[src/verilog/muldiv_pkg.sv]
// shared types for the rv32m multiply/divide unit
// data words, op encodings, fsm states, request and write-back records

package muldiv_pkg;

    typedef logic [31:0] reg_data_t;   // register data word
    typedef logic [4:0]  reg_addr_t;   // destination register index
    typedef logic [2:0]  md_funct3_t;  // funct3 of an m-extension instruction

    // funct3 bit 2 splits multiply from divide
    localparam int unsigned FUNCT3_DIV_BIT = 2;

    // values follow funct3[1:0] of mul/mulh/mulhsu/mulhu
    typedef enum logic [1:0] {
        MUL_LO  = 2'd0,
        MUL_HSS = 2'd1,
        MUL_HSU = 2'd2,
        MUL_HUU = 2'd3
    } mul_op_t;

    // values follow funct3[1:0] of div/divu/rem/remu
    typedef enum logic [1:0] {
        DIV_S = 2'd0,
        DIV_U = 2'd1,
        REM_S = 2'd2,
        REM_U = 2'd3
    } div_op_t;

    typedef enum logic [1:0] {
        M_IDLE   = 2'b00,
        M_CALC   = 2'b01,
        M_OUTPUT = 2'b10
    } mul_state_t;

    typedef enum logic [1:0] {
        D_IDLE   = 2'b00,
        D_CALC   = 2'b01,
        D_OUTPUT = 2'b10
    } div_state_t;

    typedef struct packed {
        md_funct3_t funct3;
        reg_data_t  rs1;
        reg_data_t  rs2;
        reg_addr_t  rd;
    } md_req_t;

    typedef struct packed {
        reg_data_t data;
        reg_addr_t rd;
    } md_wb_t;

endpackage

[src/verilog/exu_mul.sv]
`timescale 1ns/1ns
// radix-4 booth multiplier, 16 iterations
// signed core with upper-half correction for mulhsu and mulhu

module exu_mul
    import muldiv_pkg::*;
(
    input  logic      clk,
    input  logic      rst_n_i,
    input  reg_data_t multiplicand_i,  // rs1
    input  reg_data_t multiplier_i,    // rs2
    input  logic      start_i,         // held high for the whole operation
    input  mul_op_t   op_i,
    input  reg_addr_t reg_waddr_i,
    output reg_data_t result_o,
    output logic      ready_o,         // one-cycle pulse
    output logic      busy_o,
    output reg_addr_t reg_waddr_o
);

    typedef logic [66:0] booth_t;  // two data words plus guard bits

    mul_state_t  state;
    mul_state_t  state_nxt;
    logic [3:0]  count;            // booth step counter
    mul_op_t     op_r;
    reg_data_t   multiplicand_r;
    reg_data_t   multiplier_r;
    reg_addr_t   reg_waddr_r;

    logic [33:0] mcand_ext;        // sign extended by two bits
    logic [33:0] mcand_x2;
    booth_t      add1;
    booth_t      sub1;
    booth_t      add_x2;
    booth_t      sub_x2;
    booth_t      p_reg;            // accumulator and multiplier bits
    booth_t      booth_sum;

    reg_data_t   prod_hi;
    reg_data_t   prod_lo;
    reg_data_t   add_mul;
    reg_data_t   add_mcand;

    assign mcand_ext = {{2{multiplicand_i[31]}}, multiplicand_i};
    assign mcand_x2  = {multiplicand_i[31], multiplicand_i, 1'b0};

    assign prod_hi = p_reg[64:33];
    assign prod_lo = p_reg[32:1];

    // rs1 top bit read as sign by the core, add rs2 back
    assign add_mul   = multiplicand_r[31] ? multiplier_r : '0;
    // rs2 top bit read as sign, add rs1 back
    assign add_mcand = multiplier_r[31] ? multiplicand_r : '0;

    // one booth step, decoded from the three low bits
    always_comb begin
        case (p_reg[2:0])
            3'b001, 3'b010: booth_sum = p_reg + add1;
            3'b101, 3'b110: booth_sum = p_reg + sub1;
            3'b011:         booth_sum = p_reg + add_x2;
            3'b100:         booth_sum = p_reg + sub_x2;
            default:        booth_sum = p_reg;  // 000 and 111
        endcase
    end

    always_comb begin
        case (state)
            M_IDLE:   state_nxt = M_CALC;
            M_CALC:   state_nxt = (count == 4'd15) ? M_OUTPUT : M_CALC;
            M_OUTPUT: state_nxt = M_IDLE;
            default:  state_nxt = M_IDLE;
        endcase
    end

    always_ff @(posedge clk) begin
        if (!rst_n_i) begin
            state <= M_IDLE;
        end else if (!start_i) begin
            state <= M_IDLE;  // dropped start aborts
        end else begin
            state <= state_nxt;
        end
    end

    always_ff @(posedge clk) begin
        if (!rst_n_i) begin
            ready_o <= 1'b0;
            busy_o  <= 1'b0;
            count   <= '0;
        end else if (!start_i) begin
            ready_o <= 1'b0;
            busy_o  <= 1'b0;
        end else begin
            case (state)
                M_IDLE: begin
                    ready_o <= 1'b0;
                    busy_o  <= 1'b1;
                    count   <= '0;
                end
                M_CALC: count <= count + 4'd1;
                M_OUTPUT: begin
                    ready_o <= 1'b1;
                    busy_o  <= 1'b0;
                end
                default: ready_o <= 1'b0;
            endcase
        end
    end

    always_ff @(posedge clk) begin
        if (start_i) begin
            case (state)
                M_IDLE: begin
                    multiplicand_r <= multiplicand_i;
                    multiplier_r   <= multiplier_i;
                    op_r           <= op_i;
                    reg_waddr_r    <= reg_waddr_i;
                    add1           <= {mcand_ext, 33'b0};
                    sub1           <= {-mcand_ext, 33'b0};
                    add_x2         <= {mcand_x2, 33'b0};
                    sub_x2         <= {-mcand_x2, 33'b0};
                    p_reg          <= {34'b0, multiplier_i, 1'b0};
                end
                M_CALC: begin
                    p_reg <= {{2{booth_sum[66]}}, booth_sum[66:2]};  // asr by two
                end
                M_OUTPUT: begin
                    case (op_r)
                        MUL_LO:  result_o <= prod_lo;
                        MUL_HSS: result_o <= prod_hi;
                        MUL_HSU: result_o <= prod_hi + add_mcand;
                        MUL_HUU: result_o <= prod_hi + add_mul + add_mcand;
                        default: result_o <= prod_lo;
                    endcase
                    reg_waddr_o <= reg_waddr_r;
                end
                default: ;
            endcase
        end
    end

endmodule

[src/verilog/exu_div.sv]
`timescale 1ns/1ns
// radix-2 restoring divider, 32 iterations
// sign handling and risc-v divide-by-zero and overflow results

module exu_div
    import muldiv_pkg::*;
(
    input  logic      clk,
    input  logic      rst_n_i,
    input  reg_data_t dividend_i,   // rs1
    input  reg_data_t divisor_i,    // rs2
    input  logic      start_i,      // held high for the whole operation
    input  div_op_t   op_i,
    input  reg_addr_t reg_waddr_i,
    output reg_data_t result_o,
    output logic      ready_o,      // one-cycle pulse
    output logic      busy_o,
    output reg_addr_t reg_waddr_o
);

    div_state_t  state;
    div_state_t  state_nxt;
    logic [4:0]  count;
    div_op_t     op_r;
    reg_data_t   dividend_r;     // kept for the special results
    reg_data_t   divisor_abs_r;
    reg_data_t   rem_r;
    reg_data_t   quo_r;          // holds the dividend, shifts into quotient
    reg_addr_t   reg_waddr_r;
    logic        neg_q_r;
    logic        neg_r_r;
    logic        div_zero_r;
    logic        ovf_r;

    logic        is_signed;
    logic        div_zero;
    logic        ovf;
    reg_data_t   dividend_abs;
    reg_data_t   divisor_abs;
    logic [32:0] rem_shift;
    logic [32:0] rem_diff;
    reg_data_t   quo_fin;
    reg_data_t   rem_fin;

    assign is_signed = (op_i == DIV_S) || (op_i == REM_S);
    assign div_zero  = (divisor_i == '0);
    assign ovf       = is_signed && (dividend_i == 32'h8000_0000) && (divisor_i == '1);

    // min value maps onto itself, which is right as unsigned
    assign dividend_abs = (is_signed && dividend_i[31]) ? -dividend_i : dividend_i;
    assign divisor_abs  = (is_signed && divisor_i[31]) ? -divisor_i : divisor_i;

    assign rem_shift = {rem_r, quo_r[31]};
    assign rem_diff  = rem_shift - {1'b0, divisor_abs_r};  // bit 32 set means restore

    always_comb begin
        if (div_zero_r) begin
            quo_fin = '1;
            rem_fin = dividend_r;
        end else if (ovf_r) begin
            quo_fin = dividend_r;
            rem_fin = '0;
        end else begin
            quo_fin = neg_q_r ? -quo_r : quo_r;
            rem_fin = neg_r_r ? -rem_r : rem_r;
        end
    end

    always_comb begin
        case (state)
            D_IDLE:   state_nxt = (div_zero || ovf) ? D_OUTPUT : D_CALC;
            D_CALC:   state_nxt = (count == 5'd31) ? D_OUTPUT : D_CALC;
            D_OUTPUT: state_nxt = D_IDLE;
            default:  state_nxt = D_IDLE;
        endcase
    end

    always_ff @(posedge clk) begin
        if (!rst_n_i) begin
            state <= D_IDLE;
        end else if (!start_i) begin
            state <= D_IDLE;
        end else begin
            state <= state_nxt;
        end
    end

    always_ff @(posedge clk) begin
        if (!rst_n_i) begin
            ready_o <= 1'b0;
            busy_o  <= 1'b0;
            count   <= '0;
        end else if (!start_i) begin
            ready_o <= 1'b0;  // abort, no result
            busy_o  <= 1'b0;
        end else begin
            case (state)
                D_IDLE: begin
                    ready_o <= 1'b0;
                    busy_o  <= 1'b1;
                    count   <= '0;
                end
                D_CALC: count <= count + 5'd1;
                D_OUTPUT: begin
                    ready_o <= 1'b1;
                    busy_o  <= 1'b0;
                end
                default: ready_o <= 1'b0;
            endcase
        end
    end

    always_ff @(posedge clk) begin
        if (start_i) begin
            case (state)
                D_IDLE: begin
                    op_r          <= op_i;
                    reg_waddr_r   <= reg_waddr_i;
                    dividend_r    <= dividend_i;
                    divisor_abs_r <= divisor_abs;
                    rem_r         <= '0;
                    quo_r         <= dividend_abs;
                    neg_q_r       <= is_signed && (dividend_i[31] ^ divisor_i[31]);
                    neg_r_r       <= is_signed && dividend_i[31];  // remainder follows dividend
                    div_zero_r    <= div_zero;
                    ovf_r         <= ovf;
                end
                D_CALC: begin
                    if (rem_diff[32]) begin
                        rem_r <= rem_shift[31:0];
                        quo_r <= {quo_r[30:0], 1'b0};
                    end else begin
                        rem_r <= rem_diff[31:0];
                        quo_r <= {quo_r[30:0], 1'b1};
                    end
                end
                D_OUTPUT: begin
                    result_o    <= ((op_r == REM_S) || (op_r == REM_U)) ? rem_fin : quo_fin;
                    reg_waddr_o <= reg_waddr_r;
                end
                default: ;
            endcase
        end
    end

endmodule

[src/verilog/exu_muldiv.sv]
`timescale 1ns/1ns
// multiply/divide wrapper: funct3 decode, start steering, write-back merge

module exu_muldiv
    import muldiv_pkg::*;
(
    input  logic    clk,
    input  logic    rst_n_i,
    input  logic    start_i,
    input  md_req_t req_i,
    output logic    busy_o,
    output logic    done_o,
    output md_wb_t  wb_o
);

    logic      sel_div;     // funct3 bit 2
    mul_op_t   mul_op;
    div_op_t   div_op;
    logic      mul_start;
    logic      div_start;

    reg_data_t mul_result;
    logic      mul_ready;
    logic      mul_busy;
    reg_addr_t mul_waddr;

    reg_data_t div_result;
    logic      div_ready;
    logic      div_busy;
    reg_addr_t div_waddr;

    assign sel_div = req_i.funct3[FUNCT3_DIV_BIT];

    // low two funct3 bits line up with both op encodings
    assign mul_op = mul_op_t'(req_i.funct3[1:0]);
    assign div_op = div_op_t'(req_i.funct3[1:0]);

    assign mul_start = start_i && !sel_div;
    assign div_start = start_i && sel_div;  // unselected unit stays idle

    exu_mul u_mul (
        .clk            (clk),
        .rst_n_i        (rst_n_i),
        .multiplicand_i (req_i.rs1),
        .multiplier_i   (req_i.rs2),
        .start_i        (mul_start),
        .op_i           (mul_op),
        .reg_waddr_i    (req_i.rd),
        .result_o       (mul_result),
        .ready_o        (mul_ready),
        .busy_o         (mul_busy),
        .reg_waddr_o    (mul_waddr)
    );

    exu_div u_div (
        .clk         (clk),
        .rst_n_i     (rst_n_i),
        .dividend_i  (req_i.rs1),
        .divisor_i   (req_i.rs2),
        .start_i     (div_start),
        .op_i        (div_op),
        .reg_waddr_i (req_i.rd),
        .result_o    (div_result),
        .ready_o     (div_ready),
        .busy_o      (div_busy),
        .reg_waddr_o (div_waddr)
    );

    assign done_o = mul_ready || div_ready;
    assign busy_o = mul_busy || div_busy;

    // zero between results
    always_comb begin
        if (div_ready) begin
            wb_o.data = div_result;
            wb_o.rd   = div_waddr;
        end else if (mul_ready) begin
            wb_o.data = mul_result;
            wb_o.rd   = mul_waddr;
        end else begin
            wb_o = '0;
        end
    end

endmodule

[config.mk]
export PLATFORM = sky130hd
export DESIGN_NAME = exu_muldiv
export DESIGN_NICKNAME = d
export VERILOG_FILES = /design/src/verilog/muldiv_pkg.sv /design/src/verilog/exu_mul.sv /design/src/verilog/exu_div.sv /design/src/verilog/exu_muldiv.sv
export SDC_FILE = /design/constraint.sdc
export NUM_CORES = 1
export LEC_CHECK = 0
export BUFFER_PORTS_ARGS = -buffer_cell sky130_fd_sc_hd__buf_2
export CORE_MARGIN = 3
export CORE_UTILIZATION = 59
export DETAILED_ROUTE_END_ITERATION = 10
export PLACE_DENSITY = 0.86
export SLEW_MARGIN = 40
export SYNTH_ARGS = -nofsm -noshare
export SYNTH_HDL_FRONTEND = slang
export SYNTH_SLANG_ARGS = --single-unit
[constraint.sdc]
create_clock -name clk -period 9.1 [get_ports clk]
set_input_delay 2.275 -clock clk [delete_from_list [all_inputs] [get_ports clk]]
set_output_delay 2.275 -clock clk [all_outputs]
set_load 0.02 [all_outputs]
# Word-level counts from Yosys, hierarchy flattened
# Cells that the tools add are included.
# Widths: inputs -> output; s select.
# word_totals
register_bits	500
word_cells	131
# classes
addsub	16
eq_ne	20
muxes	31
n_bitwise	1
reduce_logical	32
# ops
op	count
$mux 32	12
$add 67x67->67	4
$pmux 67 s4	1
$pmux 67 s2	1
$neg 32->32	4
$pmux 32 s2	2
$pmux 32 s4	1
$add 32x32->32	3
$mux 37	2
$neg 34->34	2
$eq 32x32->1 const B	2
$sub 33x32->33	1
$logic_not 32->1	1
$reduce_and 2->1	8
$eq 2x2->1 const B	7
$pmux 5 s2	1
$eq 3x3->1 const B	3
$logic_not 2->1	4
$pmux 1 s2	4
$pmux 2 s2	2
$pmux 4 s2	1
$reduce_bool 2->1	4
$logic_and 1x1->1	7
$eq 2x1->1 const B	3
other kinds (12)	20

# Depth between registers and ports, before layout
# depth
depth_word	7
ltp_mapped	18
ltp_nobuf	16

# Modules after synthesis
# From an unflattened synthesis, not the netlist that was laid out.
# hier_totals
hier_cells	3038
hier_area_um2	29492.0
# by_module_without_submodules
module	n_inst	cells_each	area_per_inst_um2
exu_mul	1	1711	16888.7
exu_div	1	1273	12182.9
exu_muldiv	1	54	420.4

# Worst setup path before layout
# No wires, ideal clock.
# synth_path
path_type	input port to flip-flop
from	in req_i[71] (netlist name)
to	reg u_mul.multiplicand_r[0], enable pin
setup_ns	0.568
arrival_time_ns	7.050
path_slack_ns	1.482
path_stages	3
n_path_buf	0
path_cell_list	nand2b_1 -> or2_2 -> nor2_1
# synth_via
elab_chain_cells	3
# synth_rtl
item	line_no	rtl
start: declaration	exu_muldiv.sv:10	input md_req_t req_i,
$logic_not 1->1	exu_muldiv.sv:38	assign mul_start = start_i && !sel_div;
$logic_and 1x1->1	exu_muldiv.sv:38	
$reduce_and 2->1 (no line)	n/a	
end signal: assignment	exu_mul.sv:115	multiplicand_r <= multiplicand_i;
end: declaration	exu_mul.sv:27	reg_data_t multiplicand_r;
# No other way between the ends.
# A chain may end at the register's enable or synchronous reset.

# Worst setup path after layout
# layout_path
from	in req_i[38] (netlist name)
to	reg u_div.quo_r[23] (data pin)
# layout_via
elab_chain_cells	3
# layout_rtl
item	line_no	rtl
$neg 32->32	exu_div.sv:50	assign dividend_abs = (is_signed && dividend_i[31]) ? -dividend_i : dividend_i;
$mux 32	exu_div.sv:50	
$pmux 32 s2	exu_div.sv:115	case (state)
end signal: assignment	exu_div.sv:122	quo_r <= dividend_abs;
end signal: assignment	exu_div.sv:131	quo_r <= {quo_r[30:0], 1'b0};
end signal: assignment	exu_div.sv:134	quo_r <= {quo_r[30:0], 1'b1};
end: declaration	exu_div.sv:28	reg_data_t quo_r;
# No other way between the ends.

==> results.ini <==
[run_status]
outcome=finished, final reports clean

[run]
cap_violations=0

[finish]
nNetsFinal=3430
final_cells=3857
area_delta_synth_final_pct=9.01
final_util=0.653
layout-drive-gt1-share=0.0916
largest_reg_flops=65

[setup_path]
worstPathMaxFanout=5
critical_path_arrival_ns=5.46
setup.worst_path.start_class=primary input
critical_path_required_ns=9.42
critPathCaptureType=flop
cp_cell_sequence=buf_2 -> nor3_2 -> nand2b_1 -> or3_1 -> or4_1 -> or3_1 -> or3_1 -> nor3_2 -> a21oi_1 -> xnor2_1 -> o21ai_0
critical_path_class=primary input to flop
critPathSlowestCell=sky130_fd_sc_hd__or3_1
crit_path_frequent_cell=sky130_fd_sc_hd__or3_1
worst_r2r_path_depth=17
cp_slowest_stage_delay_ns=0.58

[placement]
finalWeightedCongestion=0.987
numPortBuffers=113
hpwl_um=66300
place_inst=3772

[die]
core_area_sq_mm=0.0491
die_w_um=229
floorplan.initialDensity=0.599
die-height_um=229
std_cell_rows=81
overall_die_area_sq_mm=0.0525
pin_count=114

[global_route]
first_pass_grt_wire_length_um=138000
grt_max_degree=67
vias_in_the_first_global_route=24300
aggregate_global_routing_overflow=0
gr-usage-all-layers=0.335
grt_antenna_before_repair=5

[sta]
rsz0062_at_grt=no
max_slew.worst_pin.slew_ns=0.898
max_freq_ghz=0.194
drv_slew=0
clock-skew-final_ns=0.0270
setup-violations-final=0
fin_crit_ns=5.15
timing.max_slew.rel_slack=0.401
setup-tns-final_ns=0
hold_viol=0
timing.final.crit_share=0.566

[synthesis]
synth_common_cells=381 x sky130_fd_sc_hd__edfxtp_1, 364 x sky130_fd_sc_hd__nand2_1, 242 x sky130_fd_sc_hd__a21oi_1, 217 x sky130_fd_sc_hd__inv_1, 209 x sky130_fd_sc_hd__nor2_1
post-synth-top-area-fraction=0.390
synth-seq-cells=398
proportion_of_synthesized_flip_flops_having_asynchronous_set_or_reset=0
synth.most_common_cell=sky130_fd_sc_hd__edfxtp_1
synth_nets=3382
synthesis.area_sq_mm=0.0294
avgSynthCellArea_sq_um=9.46
synth_top_area_cell=sky130_fd_sc_hd__edfxtp_1
seq_area_frac_synth=0.401
synthFlopType=sky130_fd_sc_hd__edfxtp_1
netlist_instances=3105
number_of_flops_mapped_to_enable_cells_by_yosys=381
synthesis_warnings=0
synthTopCellsByArea=sky130_fd_sc_hd__edfxtp_1 39%, sky130_fd_sc_hd__ha_1 7.1%, sky130_fd_sc_hd__nand2_1 4.7%
yosysUniqueCellTypes=89

[detailed_routing]
routedWlPerCell_um=23.4
vias_per_cell=6.57
post-route-drc-count=0
postRouteWirelength_um=90300
initialDrtViolationCount=3072
drt.antenna.violating_nets=0
via_count=25300
drt-pass1-iter-count=6

[clock_tree]
clkSinkCount=398
ctsLongestPathBuffers=3
htreeDepth=2
worstSkewPairLatency_ns=0.59
cts-buffers-inserted=43
cts.reportedPaths.clkPinSlew_ns=0.07
cts-hold-fix-buffers=0
cts_tree=yes
postCtsResizedCells=0
post_cts_buffers=0
clk_root_buffer_cell=sky130_fd_sc_hd__clkbuf_16

[hold_path]
min_path_type=flop to flop
worstHoldPathCells=0

[power]
peakVddDrop_v=0.000164
static_power_due_to_leakage_nw=13.0
pwr_density_cell_mw_per_mm2=159

==> through the flow <==
step	setup WS (ns)	instance area (sq um)	power [W]	hold slack, ns
final	3.95	32000	0.00508	0.421
after floorplan	1.48	29400	0.00293	0.400
after global routing	3.79	32000	0.00525	0.430
after global placement	3.60	30500	0.00318	0.401
after CTS	4.00	32000	0.00506	0.419
after detailed placement	3.38	30500	0.00322	0.405
==> routing by layer <==
| layer | share of wire | wire length, um | track usage | up-vias |
|---|---|---|---|---|
| li1 | - | - | - | 11400 |
| met1 | 0.38 | 34100 | 0.431 | 12100 |
| met2 | 0.46 | 41800 | 0.541 | 1515 |
| met3 | 0.096 | 8630 | 0.0556 | 338 |
| met4 | 0.063 | 5710 | 0.183 | 4 |
| met5 | 0.00030 | 27 | 0 | - |
==> kinds of logic (layout without fill, tap and decap cells) <==
kind of cell             after synthesis  in the layout  synth area share
AO/OA/AOI/OAI                        879            879             0.194
XOR/XNOR                             276            276            0.0823
adder cells (fa/ha/maj)              202            202            0.0953
buffers and inverters                356            438            0.0464
flip-flops                           398            398             0.401
multiplexers                          63             63            0.0314
other                                  0              6                 0
AND/OR/NAND/NOR                      931            931             0.150
==> critical path: cells and delay by family <==
kind,cells,cell delay (ns)
AND/OR/NAND/NOR,7,2.67
AO/OA/AOI/OAI,2,0.22
buffers and inverters,1,0.14
XOR/XNOR,1,0.14
==> worst paths after layout <==
path                                              from              endpoint  slack (ns)
worst max-delay path                         req_i[38]       u_div.quo_r[23]        3.95
worst min-delay path              u_div.reg_waddr_r[0]  u_div.reg_waddr_o[0]        0.42
worst max register to register  u_mul.multiplier_r[31]    u_mul.result_o[29]        4.17
worst min register to register    u_div.reg_waddr_r[0]  u_div.reg_waddr_o[0]        0.42
==> cell usage in the layout (no fill, tap or decap), drive strengths merged, types with 90 or more instances in the layout <==
cell and count:
a21o 90, a21oi 242, buf 142, edfxtp 381
ha 166, inv 220, nand2 364, nor2 209
o21ai 188, xnor2 143, xor2 133
==> power breakdown <==
| part | switching (W) | leakage, nW | internal (W) |
|---|---|---|---|
| clock | 0.000792 | 0.713 | 0.00108 |
| sequential | 0.0000723 | 3.70 | 0.00210 |
| combinational | 0.000634 | 8.57 | 0.000410 |
==> cell type report <==
cell class              instances  area (sq um)
fillers                      3970         17000
well taps                     664           831
clock buffers                  49          1100
multi-input cells            2351         16300
diodes                          6          15.0
clock inverters                30           369
flip-flops and latches        398         11800
repair buffers                142           798
inverters                     217           815
(Power assumes the default switching activity.)
